$ cat config.mk
export PLATFORM = sky130hd
export DESIGN_NAME = xcvr_reset_top
export DESIGN_NICKNAME = d
export VERILOG_FILES = /design/src/verilog/xcvr_reset_pkg.sv /design/src/verilog/reset_stage.sv /design/src/verilog/status_sync.sv /design/src/verilog/channel_reset_ctrl.sv /design/src/verilog/xcvr_reset_top.sv
export VERILOG_INCLUDE_DIRS = /design/src /design/src/include
export SDC_FILE = /design/constraint.sdc
export NUM_CORES = 1
export LEC_CHECK = 0
export ABC_AREA = 1
export BUFFER_PORTS_ARGS = -buffer_cell sky130_fd_sc_hd__clkbuf_2
export CORE_AREA = 2 2 60 62
export CTS_BUF_LIST = sky130_fd_sc_hd__clkbuf_8
export CTS_CLUSTER_DIAMETER = 120
export CTS_CLUSTER_SIZE = 40
export DETAILED_ROUTE_END_ITERATION = 7
export DIE_AREA = 0 0 62 64
export PLACE_DENSITY = 0.82
export SYNTH_ARGS = -nofsm -noshare
export SYNTH_HDL_FRONTEND = slang
export SYNTH_SLANG_ARGS = --single-unit
$ cat constraint.sdc
create_clock -name clk -period 1.8 [get_ports clk]
set_input_delay 0 -clock clk [delete_from_list [all_inputs] [get_ports clk]]
set_output_delay 0 -clock clk [all_outputs]
set_load 0.01 [all_outputs]
$ cat src/include/xcvr_reset_defs.svh
// ~~~~~~~~~~~~~~~~~~~~~~~~~~~~~~~~~~~~~~~~
// count of transceiver status lines, must match xcvr_status_t
// ~~~~~~~~~~~~~~~~~~~~~~~~~~~~~~~~~~~~~~~~
`ifndef XCVR_RESET_DEFS_SVH
`define XCVR_RESET_DEFS_SVH

// pll_locked, oc_busy, locked_to_data
`define n_status_lines 3

`endif

$ cat src/verilog/xcvr_reset_pkg.sv
// ~~~~~~~~~~~~~~~~~~~~~~~~~~~~~~~~~~~~~~~~
// timers assume a 125 MHz clk, full length in sim too
// struct field order must follow the channel wiring
// ~~~~~~~~~~~~~~~~~~~~~~~~~~~~~~~~~~~~~~~~
`default_nettype none

`include "xcvr_reset_defs.svh"

package xcvr_reset_pkg;

	localparam int clk_mhz              = 125;            // system clock
	localparam int digital_pulse_cycles = 3;              // pcs-only reset pulse
	localparam int settle_cycles        = 2;              // after tx digital / rx analog
	localparam int ltd_settle_cycles    = clk_mhz * 4;    // 4 us of cdr lock to data
	localparam int sync_stages          = 2;              // synchroniser depth
	localparam int status_bits          = `n_status_lines;

	// asynchronous status from the channel
	typedef struct packed {
		logic pll_locked;      // tx pll locked
		logic oc_busy;         // rx offset cancellation running
		logic locked_to_data;  // rx cdr locked to data
	} xcvr_status_t;

	// resets driven into the channel, all active high
	typedef struct packed {
		logic tx_digital;  // tx pcs
		logic rx_analog;   // rx pma
		logic rx_digital;  // rx pcs
	} xcvr_resets_t;

	// pessimistic view of the channel until the synchroniser has filled
	localparam xcvr_status_t status_safe = '{pll_locked: 1'b0, oc_busy: 1'b1,
		locked_to_data: 1'b0};

	typedef enum logic [1:0] {st_hold, st_wait_done, st_settle, st_done} stage_state_t;

endpackage

`default_nettype wire

$ cat src/verilog/reset_stage.sv
// ~~~~~~~~~~~~~~~~~~~~~~~~~~~~~~~~~~~~~~~~
// start is a level, stage holds while it is high
// hold_til_done=0: fixed pulse, done_in ignored
// hold_til_done=1: release on done_in, done after settle
// ~~~~~~~~~~~~~~~~~~~~~~~~~~~~~~~~~~~~~~~~
`timescale 1ns/1ps
`default_nettype none

module reset_stage #(
	parameter int hold_cycles   = 0,  // extra hold cycles once start falls (fixed mode)
	parameter bit hold_til_done = 1,  // 1: keep reset until done_in seen
	parameter int settle_delay  = 2   // cycles of done_in high before seq_done
) (
	input  logic clk,
	input  logic reset,
	input  logic start,
	input  logic done_in,
	output logic stage_reset,
	output logic seq_done
);
	import xcvr_reset_pkg::*;

	// one counter covers both the hold and the settle phase
	localparam int cnt_max = (hold_cycles > settle_delay) ? hold_cycles : settle_delay;
	localparam int cnt_w   = (cnt_max < 2) ? 1 : $clog2(cnt_max + 1);

	stage_state_t     state;
	logic [cnt_w-1:0] cnt;

	always_ff @(posedge clk) begin
		if (reset || start) begin
			state       <= st_hold;
			cnt         <= cnt_w'(hold_cycles);  // preload the fixed hold
			stage_reset <= 1'b1;
			seq_done    <= 1'b0;
		end else begin
			case (state)
				st_hold: begin
					if (hold_til_done) begin
						state <= st_wait_done;  // reset stays on
					end else if (cnt <= cnt_w'(1)) begin
						// fixed pulse over, release and report together
						state       <= st_done;
						stage_reset <= 1'b0;
						seq_done    <= 1'b1;
					end else begin
						cnt <= cnt - cnt_w'(1);
					end
				end
				st_wait_done: begin
					if (done_in) begin
						state       <= st_settle;
						stage_reset <= 1'b0;  // released on first sight of done
						cnt         <= cnt_w'(settle_delay);
					end
				end
				st_settle: begin
					if (!done_in) begin
						// condition lost, back to holding
						state       <= st_wait_done;
						stage_reset <= 1'b1;
					end else if (cnt <= cnt_w'(1)) begin
						state    <= st_done;
						seq_done <= 1'b1;
					end else begin
						cnt <= cnt - cnt_w'(1);
					end
				end
				st_done: begin
					state <= st_done;  // sticky until start
				end
				default: begin
					state       <= st_hold;
					stage_reset <= 1'b1;
					seq_done    <= 1'b0;
				end
			endcase
		end
	end

endmodule

`default_nettype wire

$ cat src/verilog/status_sync.sv
// ~~~~~~~~~~~~~~~~~~~~~~~~~~~~~~~~~~~~~~~~
// each status bit is synchronised on its own
// latency is sync_stages cycles, reset gives the safe values
// ~~~~~~~~~~~~~~~~~~~~~~~~~~~~~~~~~~~~~~~~
`timescale 1ns/1ps
`default_nettype none

module status_sync (
	input  logic                        clk,
	input  logic                        reset,
	input  xcvr_reset_pkg::xcvr_status_t status_raw,  // asynchronous to clk
	output xcvr_reset_pkg::xcvr_status_t status
);
	import xcvr_reset_pkg::*;

	logic [status_bits-1:0] sync_q [sync_stages];  // [0] is the metastable flop

	always_ff @(posedge clk) begin
		if (reset) begin
			for (int i = 0; i < sync_stages; i++) begin
				sync_q[i] <= status_bits'(status_safe);  // pll unlocked, oc busy
			end
		end else begin
			sync_q[0] <= status_raw;
			for (int i = 1; i < sync_stages; i++) begin
				sync_q[i] <= sync_q[i-1];
			end
		end
	end

	// a lock only shows once it has passed the whole chain
	assign status = xcvr_status_t'(sync_q[sync_stages-1]);

endmodule

`default_nettype wire

$ cat src/verilog/channel_reset_ctrl.sv
// ~~~~~~~~~~~~~~~~~~~~~~~~~~~~~~~~~~~~~~~~
// status must already be synchronous to clk
// order: tx digital, rx analog, rx digital
// digital-only requests pulse the pcs resets only
// ~~~~~~~~~~~~~~~~~~~~~~~~~~~~~~~~~~~~~~~~
`timescale 1ns/1ps
`default_nettype none

module channel_reset_ctrl (
	input  logic                         clk,
	input  logic                         reset,
	input  logic                         reset_all,
	input  logic                         reset_tx_digital,
	input  logic                         reset_rx_digital,
	input  xcvr_reset_pkg::xcvr_status_t status,
	output xcvr_reset_pkg::xcvr_resets_t resets,
	output logic                         tx_ready,
	output logic                         rx_ready
);
	import xcvr_reset_pkg::*;

	logic seq_start, tx_pulse_start, rx_pulse_start;
	logic tx_dig_reset, tx_dig_done;
	logic rx_ana_reset, rx_ana_done;
	logic rx_dig_reset, rx_dig_done;
	logic tx_pulse_reset, tx_pulse_done;
	logic rx_pulse_reset, rx_pulse_done;

	assign seq_start      = reset | reset_all;               // full sequence restart
	assign tx_pulse_start = seq_start | reset_tx_digital;
	assign rx_pulse_start = seq_start | reset_rx_digital;

	// tx pcs waits for the pll
	reset_stage #(.hold_cycles(0), .hold_til_done(1'b1), .settle_delay(settle_cycles))
	tx_dig_i (
		.clk(clk), .reset(reset), .start(seq_start),
		.done_in(status.pll_locked),
		.stage_reset(tx_dig_reset), .seq_done(tx_dig_done)
	);

	// rx pma waits for tx and for offset cancellation to go idle
	reset_stage #(.hold_cycles(0), .hold_til_done(1'b1), .settle_delay(settle_cycles))
	rx_ana_i (
		.clk(clk), .reset(reset), .start(seq_start),
		.done_in(tx_dig_done & ~status.oc_busy),
		.stage_reset(rx_ana_reset), .seq_done(rx_ana_done)
	);

	// rx pcs needs 4 us of cdr lock to data
	reset_stage #(.hold_cycles(0), .hold_til_done(1'b1), .settle_delay(ltd_settle_cycles))
	rx_dig_i (
		.clk(clk), .reset(reset), .start(seq_start),
		.done_in(rx_ana_done & status.locked_to_data),
		.stage_reset(rx_dig_reset), .seq_done(rx_dig_done)
	);

	// fixed pulses, done_in has no meaning here
	reset_stage #(.hold_cycles(digital_pulse_cycles), .hold_til_done(1'b0), .settle_delay(0))
	tx_pulse_i (
		.clk(clk), .reset(reset), .start(tx_pulse_start), .done_in(1'b0),
		.stage_reset(tx_pulse_reset), .seq_done(tx_pulse_done)
	);

	reset_stage #(.hold_cycles(digital_pulse_cycles), .hold_til_done(1'b0), .settle_delay(0))
	rx_pulse_i (
		.clk(clk), .reset(reset), .start(rx_pulse_start), .done_in(1'b0),
		.stage_reset(rx_pulse_reset), .seq_done(rx_pulse_done)
	);

	assign resets.tx_digital = tx_dig_reset | tx_pulse_reset;  // sequence or pulse
	assign resets.rx_analog  = rx_ana_reset;
	assign resets.rx_digital = rx_dig_reset | rx_pulse_reset;

	assign tx_ready = tx_pulse_done & tx_dig_done;
	assign rx_ready = rx_pulse_done & rx_dig_done;

endmodule

`default_nettype wire

$ cat src/verilog/xcvr_reset_top.sv
// ~~~~~~~~~~~~~~~~~~~~~~~~~~~~~~~~~~~~~~~~
// single channel, status_raw may be asynchronous
// no pll or quad power-down outputs
// ~~~~~~~~~~~~~~~~~~~~~~~~~~~~~~~~~~~~~~~~
`timescale 1ns/1ps
`default_nettype none

module xcvr_reset_top (
	input  logic                         clk,
	input  logic                         reset,
	input  logic                         reset_all,         // level, restarts sequence
	input  logic                         reset_tx_digital,  // level, tx pcs pulse
	input  logic                         reset_rx_digital,  // level, rx pcs pulse
	input  xcvr_reset_pkg::xcvr_status_t status_raw,
	output xcvr_reset_pkg::xcvr_resets_t resets,
	output logic                         tx_ready,
	output logic                         rx_ready
);
	import xcvr_reset_pkg::*;

	xcvr_status_t status;  // synchronised copy of status_raw

	status_sync status_sync_i (
		.clk        (clk),
		.reset      (reset),
		.status_raw (status_raw),
		.status     (status)
	);

	channel_reset_ctrl channel_reset_ctrl_i (
		.clk              (clk),
		.reset            (reset),
		.reset_all        (reset_all),
		.reset_tx_digital (reset_tx_digital),
		.reset_rx_digital (reset_rx_digital),
		.status           (status),
		.resets           (resets),
		.tx_ready         (tx_ready),
		.rx_ready         (rx_ready)
	);

endmodule

`default_nettype wire

==> results of run 1 <==
worst min path at each step:
stage,depth (start not counted),slack [ps],start,end
after CTS,2,410,status_sync_i.sync_q[0][2]$_SDFF_PP0_,status_sync_i.sync_q[0][5]$_SDFF_PP0_
after detailed placement,2,190,status_raw[1],status_sync_i.sync_q[0][1]$_SDFF_PP1_
after floorplan,1,70,reset,status_sync_i.sync_q[0][0]$_SDFF_PP0_
after global placement,2,180,status_raw[1],status_sync_i.sync_q[0][1]$_SDFF_PP1_
after global routing,2,420,status_sync_i.sync_q[0][2]$_SDFF_PP0_,status_sync_i.sync_q[0][5]$_SDFF_PP0_
final,2,410,status_sync_i.sync_q[0][0]$_SDFF_PP0_,status_sync_i.sync_q[0][3]$_SDFF_PP0_
power by group through the flow:
stage          clock network [mW]  logic [mW]  registers, mW
6_report                    0.779      0.0660          0.972
5_1_grt                     0.826      0.0757          0.975
4_1_cts                     0.793      0.0653          0.972
3_5_place_dp                    0      0.0498          0.995
3_3_place_gp                    0      0.0476          0.994
2_1_floorplan                   0      0.0321          0.993
cell type report:
| class | count | share of cell area (%) |
|---|---|---|
| Clock buffer | 6 | 3.71 |
| Clock inverter | 2 | 1.57 |
| Inverter | 41 | 6.91 |
| Multi-Input combinational cell | 173 | 39.5 |
| Sequential cell | 43 | 38.7 |
| Tap cell | 46 | 2.58 |
| Timing Repair Buffer | 22 | 7.08 |
cells in the mapped netlist (all sizes together):
library cell | count | area [µm²]
nand2 | 45 | 191
dfxtp | 43 | 861
nor2 | 42 | 180
inv | 40 | 150
a21oi | 26 | 130
nand3 | 23 | 128
o21ai | 18 | 90.1
ha | 6 | 75.1
or2 | 6 | 37.5
buf | 3 | 17.5
nand4 | 2 | 12.5
nor3 | 2 | 10.0
xor2 | 2 | 17.5
clkinv | 1 | 3.75
o211ai | 1 | 7.51
layout by cell type (no fill, tap or decap), drive strengths merged:
| cell type | netlist | final |
|---|---|---|
| o211ai | 1 | 1 |
| buf | 3 | 1 |
| nor2 | 42 | 42 |
| nand2 | 45 | 45 |
| a21oi | 26 | 26 |
| nand3 | 23 | 23 |
| nor3 | 2 | 2 |
| or2 | 6 | 6 |
| o21ai | 18 | 18 |
| bufinv | 0 | 1 |
| nand4 | 2 | 2 |
| clkbuf | 0 | 18 |
| dlygate4sd3 | 0 | 9 |
| inv | 40 | 40 |
| dfxtp | 43 | 43 |
| clkinv | 1 | 2 |
| ha | 6 | 6 |
| xor2 | 2 | 2 |
routing by layer:
| layer | wire, µm | track usage (%) | vias to the layer above |
|---|---|---|---|
| met1 | 1620 | 25.1 | 735 |
| met3 | 103 | 4.86 | 10 |
| met2 | 1770 | 35.7 | 28 |
| met4 | 82 | 10.4 | 0 |
| li1 | - | - | 876 |
| met5 | 0 | 0 | - |
worst max-delay path: stages:
cell	delay [ps]
dlygate4sd3_1	540
clkbuf_2	180
nor2_4	230
inv_2	210
nor2_1	210
inv_1	130
a21oi_1	110
o21ai_0	80
kinds of logic after synthesis:
kind of cell,Yosys count,synth area share (%)
adders and majority gates,6,3.93
buffers and inverters,44,8.97
AOI/OAI and AO/OA,45,11.9
and+or+nand+nor,120,29.3
DFF,43,45.0
xor gates and xnor gates,2,0.916
==> run summary, run 1 <==
Fmax: 0.659 GHz
Initial Utilization: 58.2%
Tcrit/Tclk final: 84.3%
Num rows: 21
Drt drc: 0
Initial antenna violation count: 0
Die Y-Extent: 64 µm
Multi-input logic area: 880 µm²
RSZ-0062 raised after global routing: false
Maximum VDD drop: 0.000535 V
RePlAce Congestion: 0.834
Global-route wire length before repair: 6.41 mm
Ant. Diodes: 0
Fin Hold WS: 409 ps
Pre-CTS WS: 428 ps
Routed wire length: 3.58 mm
Postcts setup bufs: 0
Mean Syn Cell Area: 7.35 µm²
Max cap viols: 0
Top reg by flops: channel_reset_ctrl_i.rx_dig_i.cnt
Gate power share: 3.6%
Synthesized instance count: 260
Drt pass-1 iters: 6
Die width: 62 µm
Buffers on Ports: 12
Post-layout min period: 1520 ps
CP Launch Point: reset
Outcome: complete, no violations
Setup slack after layout: 283 ps
Via count: 1649
Worst reg2reg path startpoint: channel_reset_ctrl_i.rx_ana_i.cnt[1]$_SDFFE_PP0P_
Reg clk slew, reported paths: 80 ps
Clock sinks: 43
Worst slew margin: 71.9%
TritonCTS clock tree: built
Reg power frac: 53.5%
Worst EP required: 1980 ps
Root Buffer Master: clkbuf_8
Cts bufs inserted: 5
R2R cell count: 8
Post-Route Skew: 7.60 ps
WS Path Type: input port to flip-flop
Critical-path maximum fanout: 19
# IOs: 13
Final hold vios: 0
Nets@finish: 300
Hpwl dp: 2.32 mm
P per Cell Area: 816 nW/µm²
R2r setup slk: 420 ps
Placed cell areas: 2020 µm²
CP Capture Type: flip-flop
Layout fillers: 287
FF-to-FF End: channel_reset_ctrl_i.rx_ana_i.cnt[1]$_SDFFE_PP0P_
Worst-Skew Late Latency: 300 ps
Largest regs: channel_reset_ctrl_i.rx_dig_i.cnt: 9 flops, status_sync_i.sync_q: 6 flops
Clock power frac: 42.9%
Final setup violation count: 0
Actual slew at the worst max-slew pin: 418 ps
Worst min path class: flip-flop to flip-flop
Yosys reg bits: 43
Sequential area share after synthesis: 45.0%
Final Non-Filler Cells: 333
Ratio of cells with drive above 1 in the final layout: 15.0%
Post-synthesis cell type count: 23
Vias/cell: 4.95
Final Instance Area: 2230 µm²
Slew Limit Fails: 0
Overflow after GRT: 0
H-tree depth: 2
FF+latch area: 861 µm²
Net Count, Synth: 274
LEAKAGE: 0.974 nW
DIE AREA: 3970 µm²
GRT Resource Usage Total: 21.5%
Longest Clk Path Bufs: 2
Cells after DPL: 316
Worst Setup EP: channel_reset_ctrl_i.tx_pulse_i.stage_reset$_SDFFE_PP1P_
Setup TNS: 0 ps
Initial DRC Count: 118
Critical path arrival: 1700 ps
Util after Layout: 67.8%
Max FFs per register: 9
Pint: 1.44 mW
Cell Area, Synth: 1910 µm²
DR WL/cell: 10.7 µm
Final Power: 1.82 mW
Hold_buf cts: 9
Worst setup SP type: input port
Net Sw Frac: 20.5%
Net Sw Power: 0.373 mW
Largest net degree at the start of global routing: 20
Post-cts resize count: 0
Ys Warns: 0
Antenna-violating nets left: 0
Core box area: 3280 µm²
Vias in the first global route: 1636
Layout area overhead: 16.5%
Power figures use the tool's default switching activity.
==> run 2: changes to the inputs <==
clock period = 1.53 ns   (was 1.8 ns; I/O delays follow)
==> run summary, run 2 (same netlist as run 1, synthesis figures left out) <==
Outcome: complete, no violations
Initial Utilization: 58.2%
Drt drc: 0
Root Buffer Master: clkbuf_8
Clock sinks: 43
Antenna-violating nets left: 0
Clock power frac: 42.5%
WS Path Type: flip-flop to flip-flop
Critical path arrival: 1620 ps
Overflow after GRT: 0
Via count: 1680
Reg power frac: 53.7%
Final setup violation count: 0
Max cap viols: 0
Worst EP required: 1760 ps
Gate power share: 3.8%
Critical-path maximum fanout: 3
Vias in the first global route: 1572
LEAKAGE: 0.992 nW
Fin Hold WS: 406 ps
Maximum VDD drop: 0.000675 V
# IOs: 13
Global-route wire length before repair: 6.29 mm
Worst slew margin: 77.5%
Reg clk slew, reported paths: 80 ps
Max FFs per register: 9
Drt pass-1 iters: 5
Die width: 62 µm
Nets@finish: 304
DIE AREA: 3970 µm²
Core box area: 3280 µm²
Worst setup SP type: flip-flop
TritonCTS clock tree: built
Net Sw Frac: 20.2%
Ant. Diodes: 0
Worst-Skew Late Latency: 290 ps
Net Sw Power: 0.429 mW
Final Instance Area: 2270 µm²
Die Y-Extent: 64 µm
Most frequent cells in the layout: dfxtp_1 (43), nand2_1 (40), inv_1 (37)
H-tree depth: 2
Setup TNS: 0 ps
Largest regs: channel_reset_ctrl_i.rx_dig_i.cnt: 9 flops, status_sync_i.sync_q: 6 flops
P per Cell Area: 939 nW/µm²
Fmax: 0.719 GHz
Initial DRC Count: 120
Initial antenna violation count: 0
Largest net degree at the start of global routing: 15
Longest Clk Path Bufs: 2
Top reg by flops: channel_reset_ctrl_i.rx_dig_i.cnt
Tcrit/Tclk final: 90.9%
Routed wire length: 3.59 mm
Cts bufs inserted: 5
Worst min path class: flip-flop to flip-flop
Hpwl dp: 2.36 mm
Final hold vios: 0
Placed cell areas: 2030 µm²
Pint: 1.70 mW
DR WL/cell: 10.6 µm
Post-layout min period: 1390 ps
GRT Resource Usage Total: 21.2%
CP Capture Type: flip-flop
Num rows: 21
Commonest non-fill, non-tap cell in the layout: dfxtp_1
Layout area overhead: 18.7%
Buffers on Ports: 12
Vias/cell: 4.99
RePlAce Congestion: 0.861
RSZ-0062 raised after global routing: false
Ratio of cells with drive above 1 in the final layout: 16.5%
Slew Limit Fails: 0
Actual slew at the worst max-slew pin: 333 ps
Post-Route Skew: 6.44 ps
==> run 2: changes by cell type in the layout (fill, tap and decap cells not counted), sizes merged <==
cell,delta
buf,+4
==> run 2: power by group through the flow <==
| stage | Clock [mW] | Sequential, mW | Combinational [mW] |
|---|---|---|---|
| 2_1_floorplan | 0 | 1.17 | 0.0378 |
| 3_3_place_gp | 0 | 1.17 | 0.0580 |
| 3_5_place_dp | 0 | 1.17 | 0.0588 |
| 4_1_cts | 0.928 | 1.14 | 0.0779 |
| 5_1_grt | 0.963 | 1.15 | 0.0912 |
| 6_report | 0.906 | 1.14 | 0.0801 |
==> run 2: layout make-up <==
type / count / area [µm²]
multi-input cells: 173 / 891
repair buffers: 26 / 188
fillers: 271 / 1020
clock buffers: 6 / 82.6
flip-flops and latches: 43 / 861
clock inverters: 2 / 35.0
inverters: 41 / 154
well taps: 46 / 57.6
==> run 2: final timing paths <==
path         slack, ps                                                end                                         startpoint  cells after the start
max                140  channel_reset_ctrl_i.rx_ana_i.cnt[1]$_SDFFE_PP0P_  channel_reset_ctrl_i.rx_ana_i.cnt[1]$_SDFFE_PP0P_                      8
min                410              status_sync_i.sync_q[0][3]$_SDFF_PP0_              status_sync_i.sync_q[0][0]$_SDFF_PP0_                      2
max reg2reg        140  channel_reset_ctrl_i.rx_ana_i.cnt[1]$_SDFFE_PP0P_  channel_reset_ctrl_i.rx_ana_i.cnt[1]$_SDFFE_PP0P_                      8
min reg2reg        410              status_sync_i.sync_q[0][3]$_SDFF_PP0_              status_sync_i.sync_q[0][0]$_SDFF_PP0_                      2
==> run 2: per-stage QoR <==
step                      setup WS (ps)  util [%]  power [mW]  instances
after detailed placement            164      61.9        1.23        318
after global routing               1.89      69.1        2.20        337
after global placement              195      61.9        1.23        318
final                               140      69.1        2.13        337
after CTS                           145      68.3        2.15        335
after floorplan                     251         -        1.21        260
==> run 2: worst max-delay path: stages, from the launching register on <==
cell and delay, ps:
dfxtp_1 320, inv_1 50, ha_1 160, or2_2 300, o21ai_1 130, nand2_1 110, clkinv_1 90, o21ai_0 70
nor2_1 90
==> run 2: what timing repair did <==
action                                  4_1_cts  5_1_grt
setup buffers                                 0        2
gates resized for setup                       0        3
hold buffers                                  9        0
endpoints found under the setup margin        0        5
endpoints found under the hold margin        11        0
==> run 2: routing by layer <==
layer  part of all wire, %  global-route usage, %
met5                     0                      0
met4                   2.7                   10.4
met3                   4.0                   6.48
met1                    43                   23.9
met2                    50                   34.9
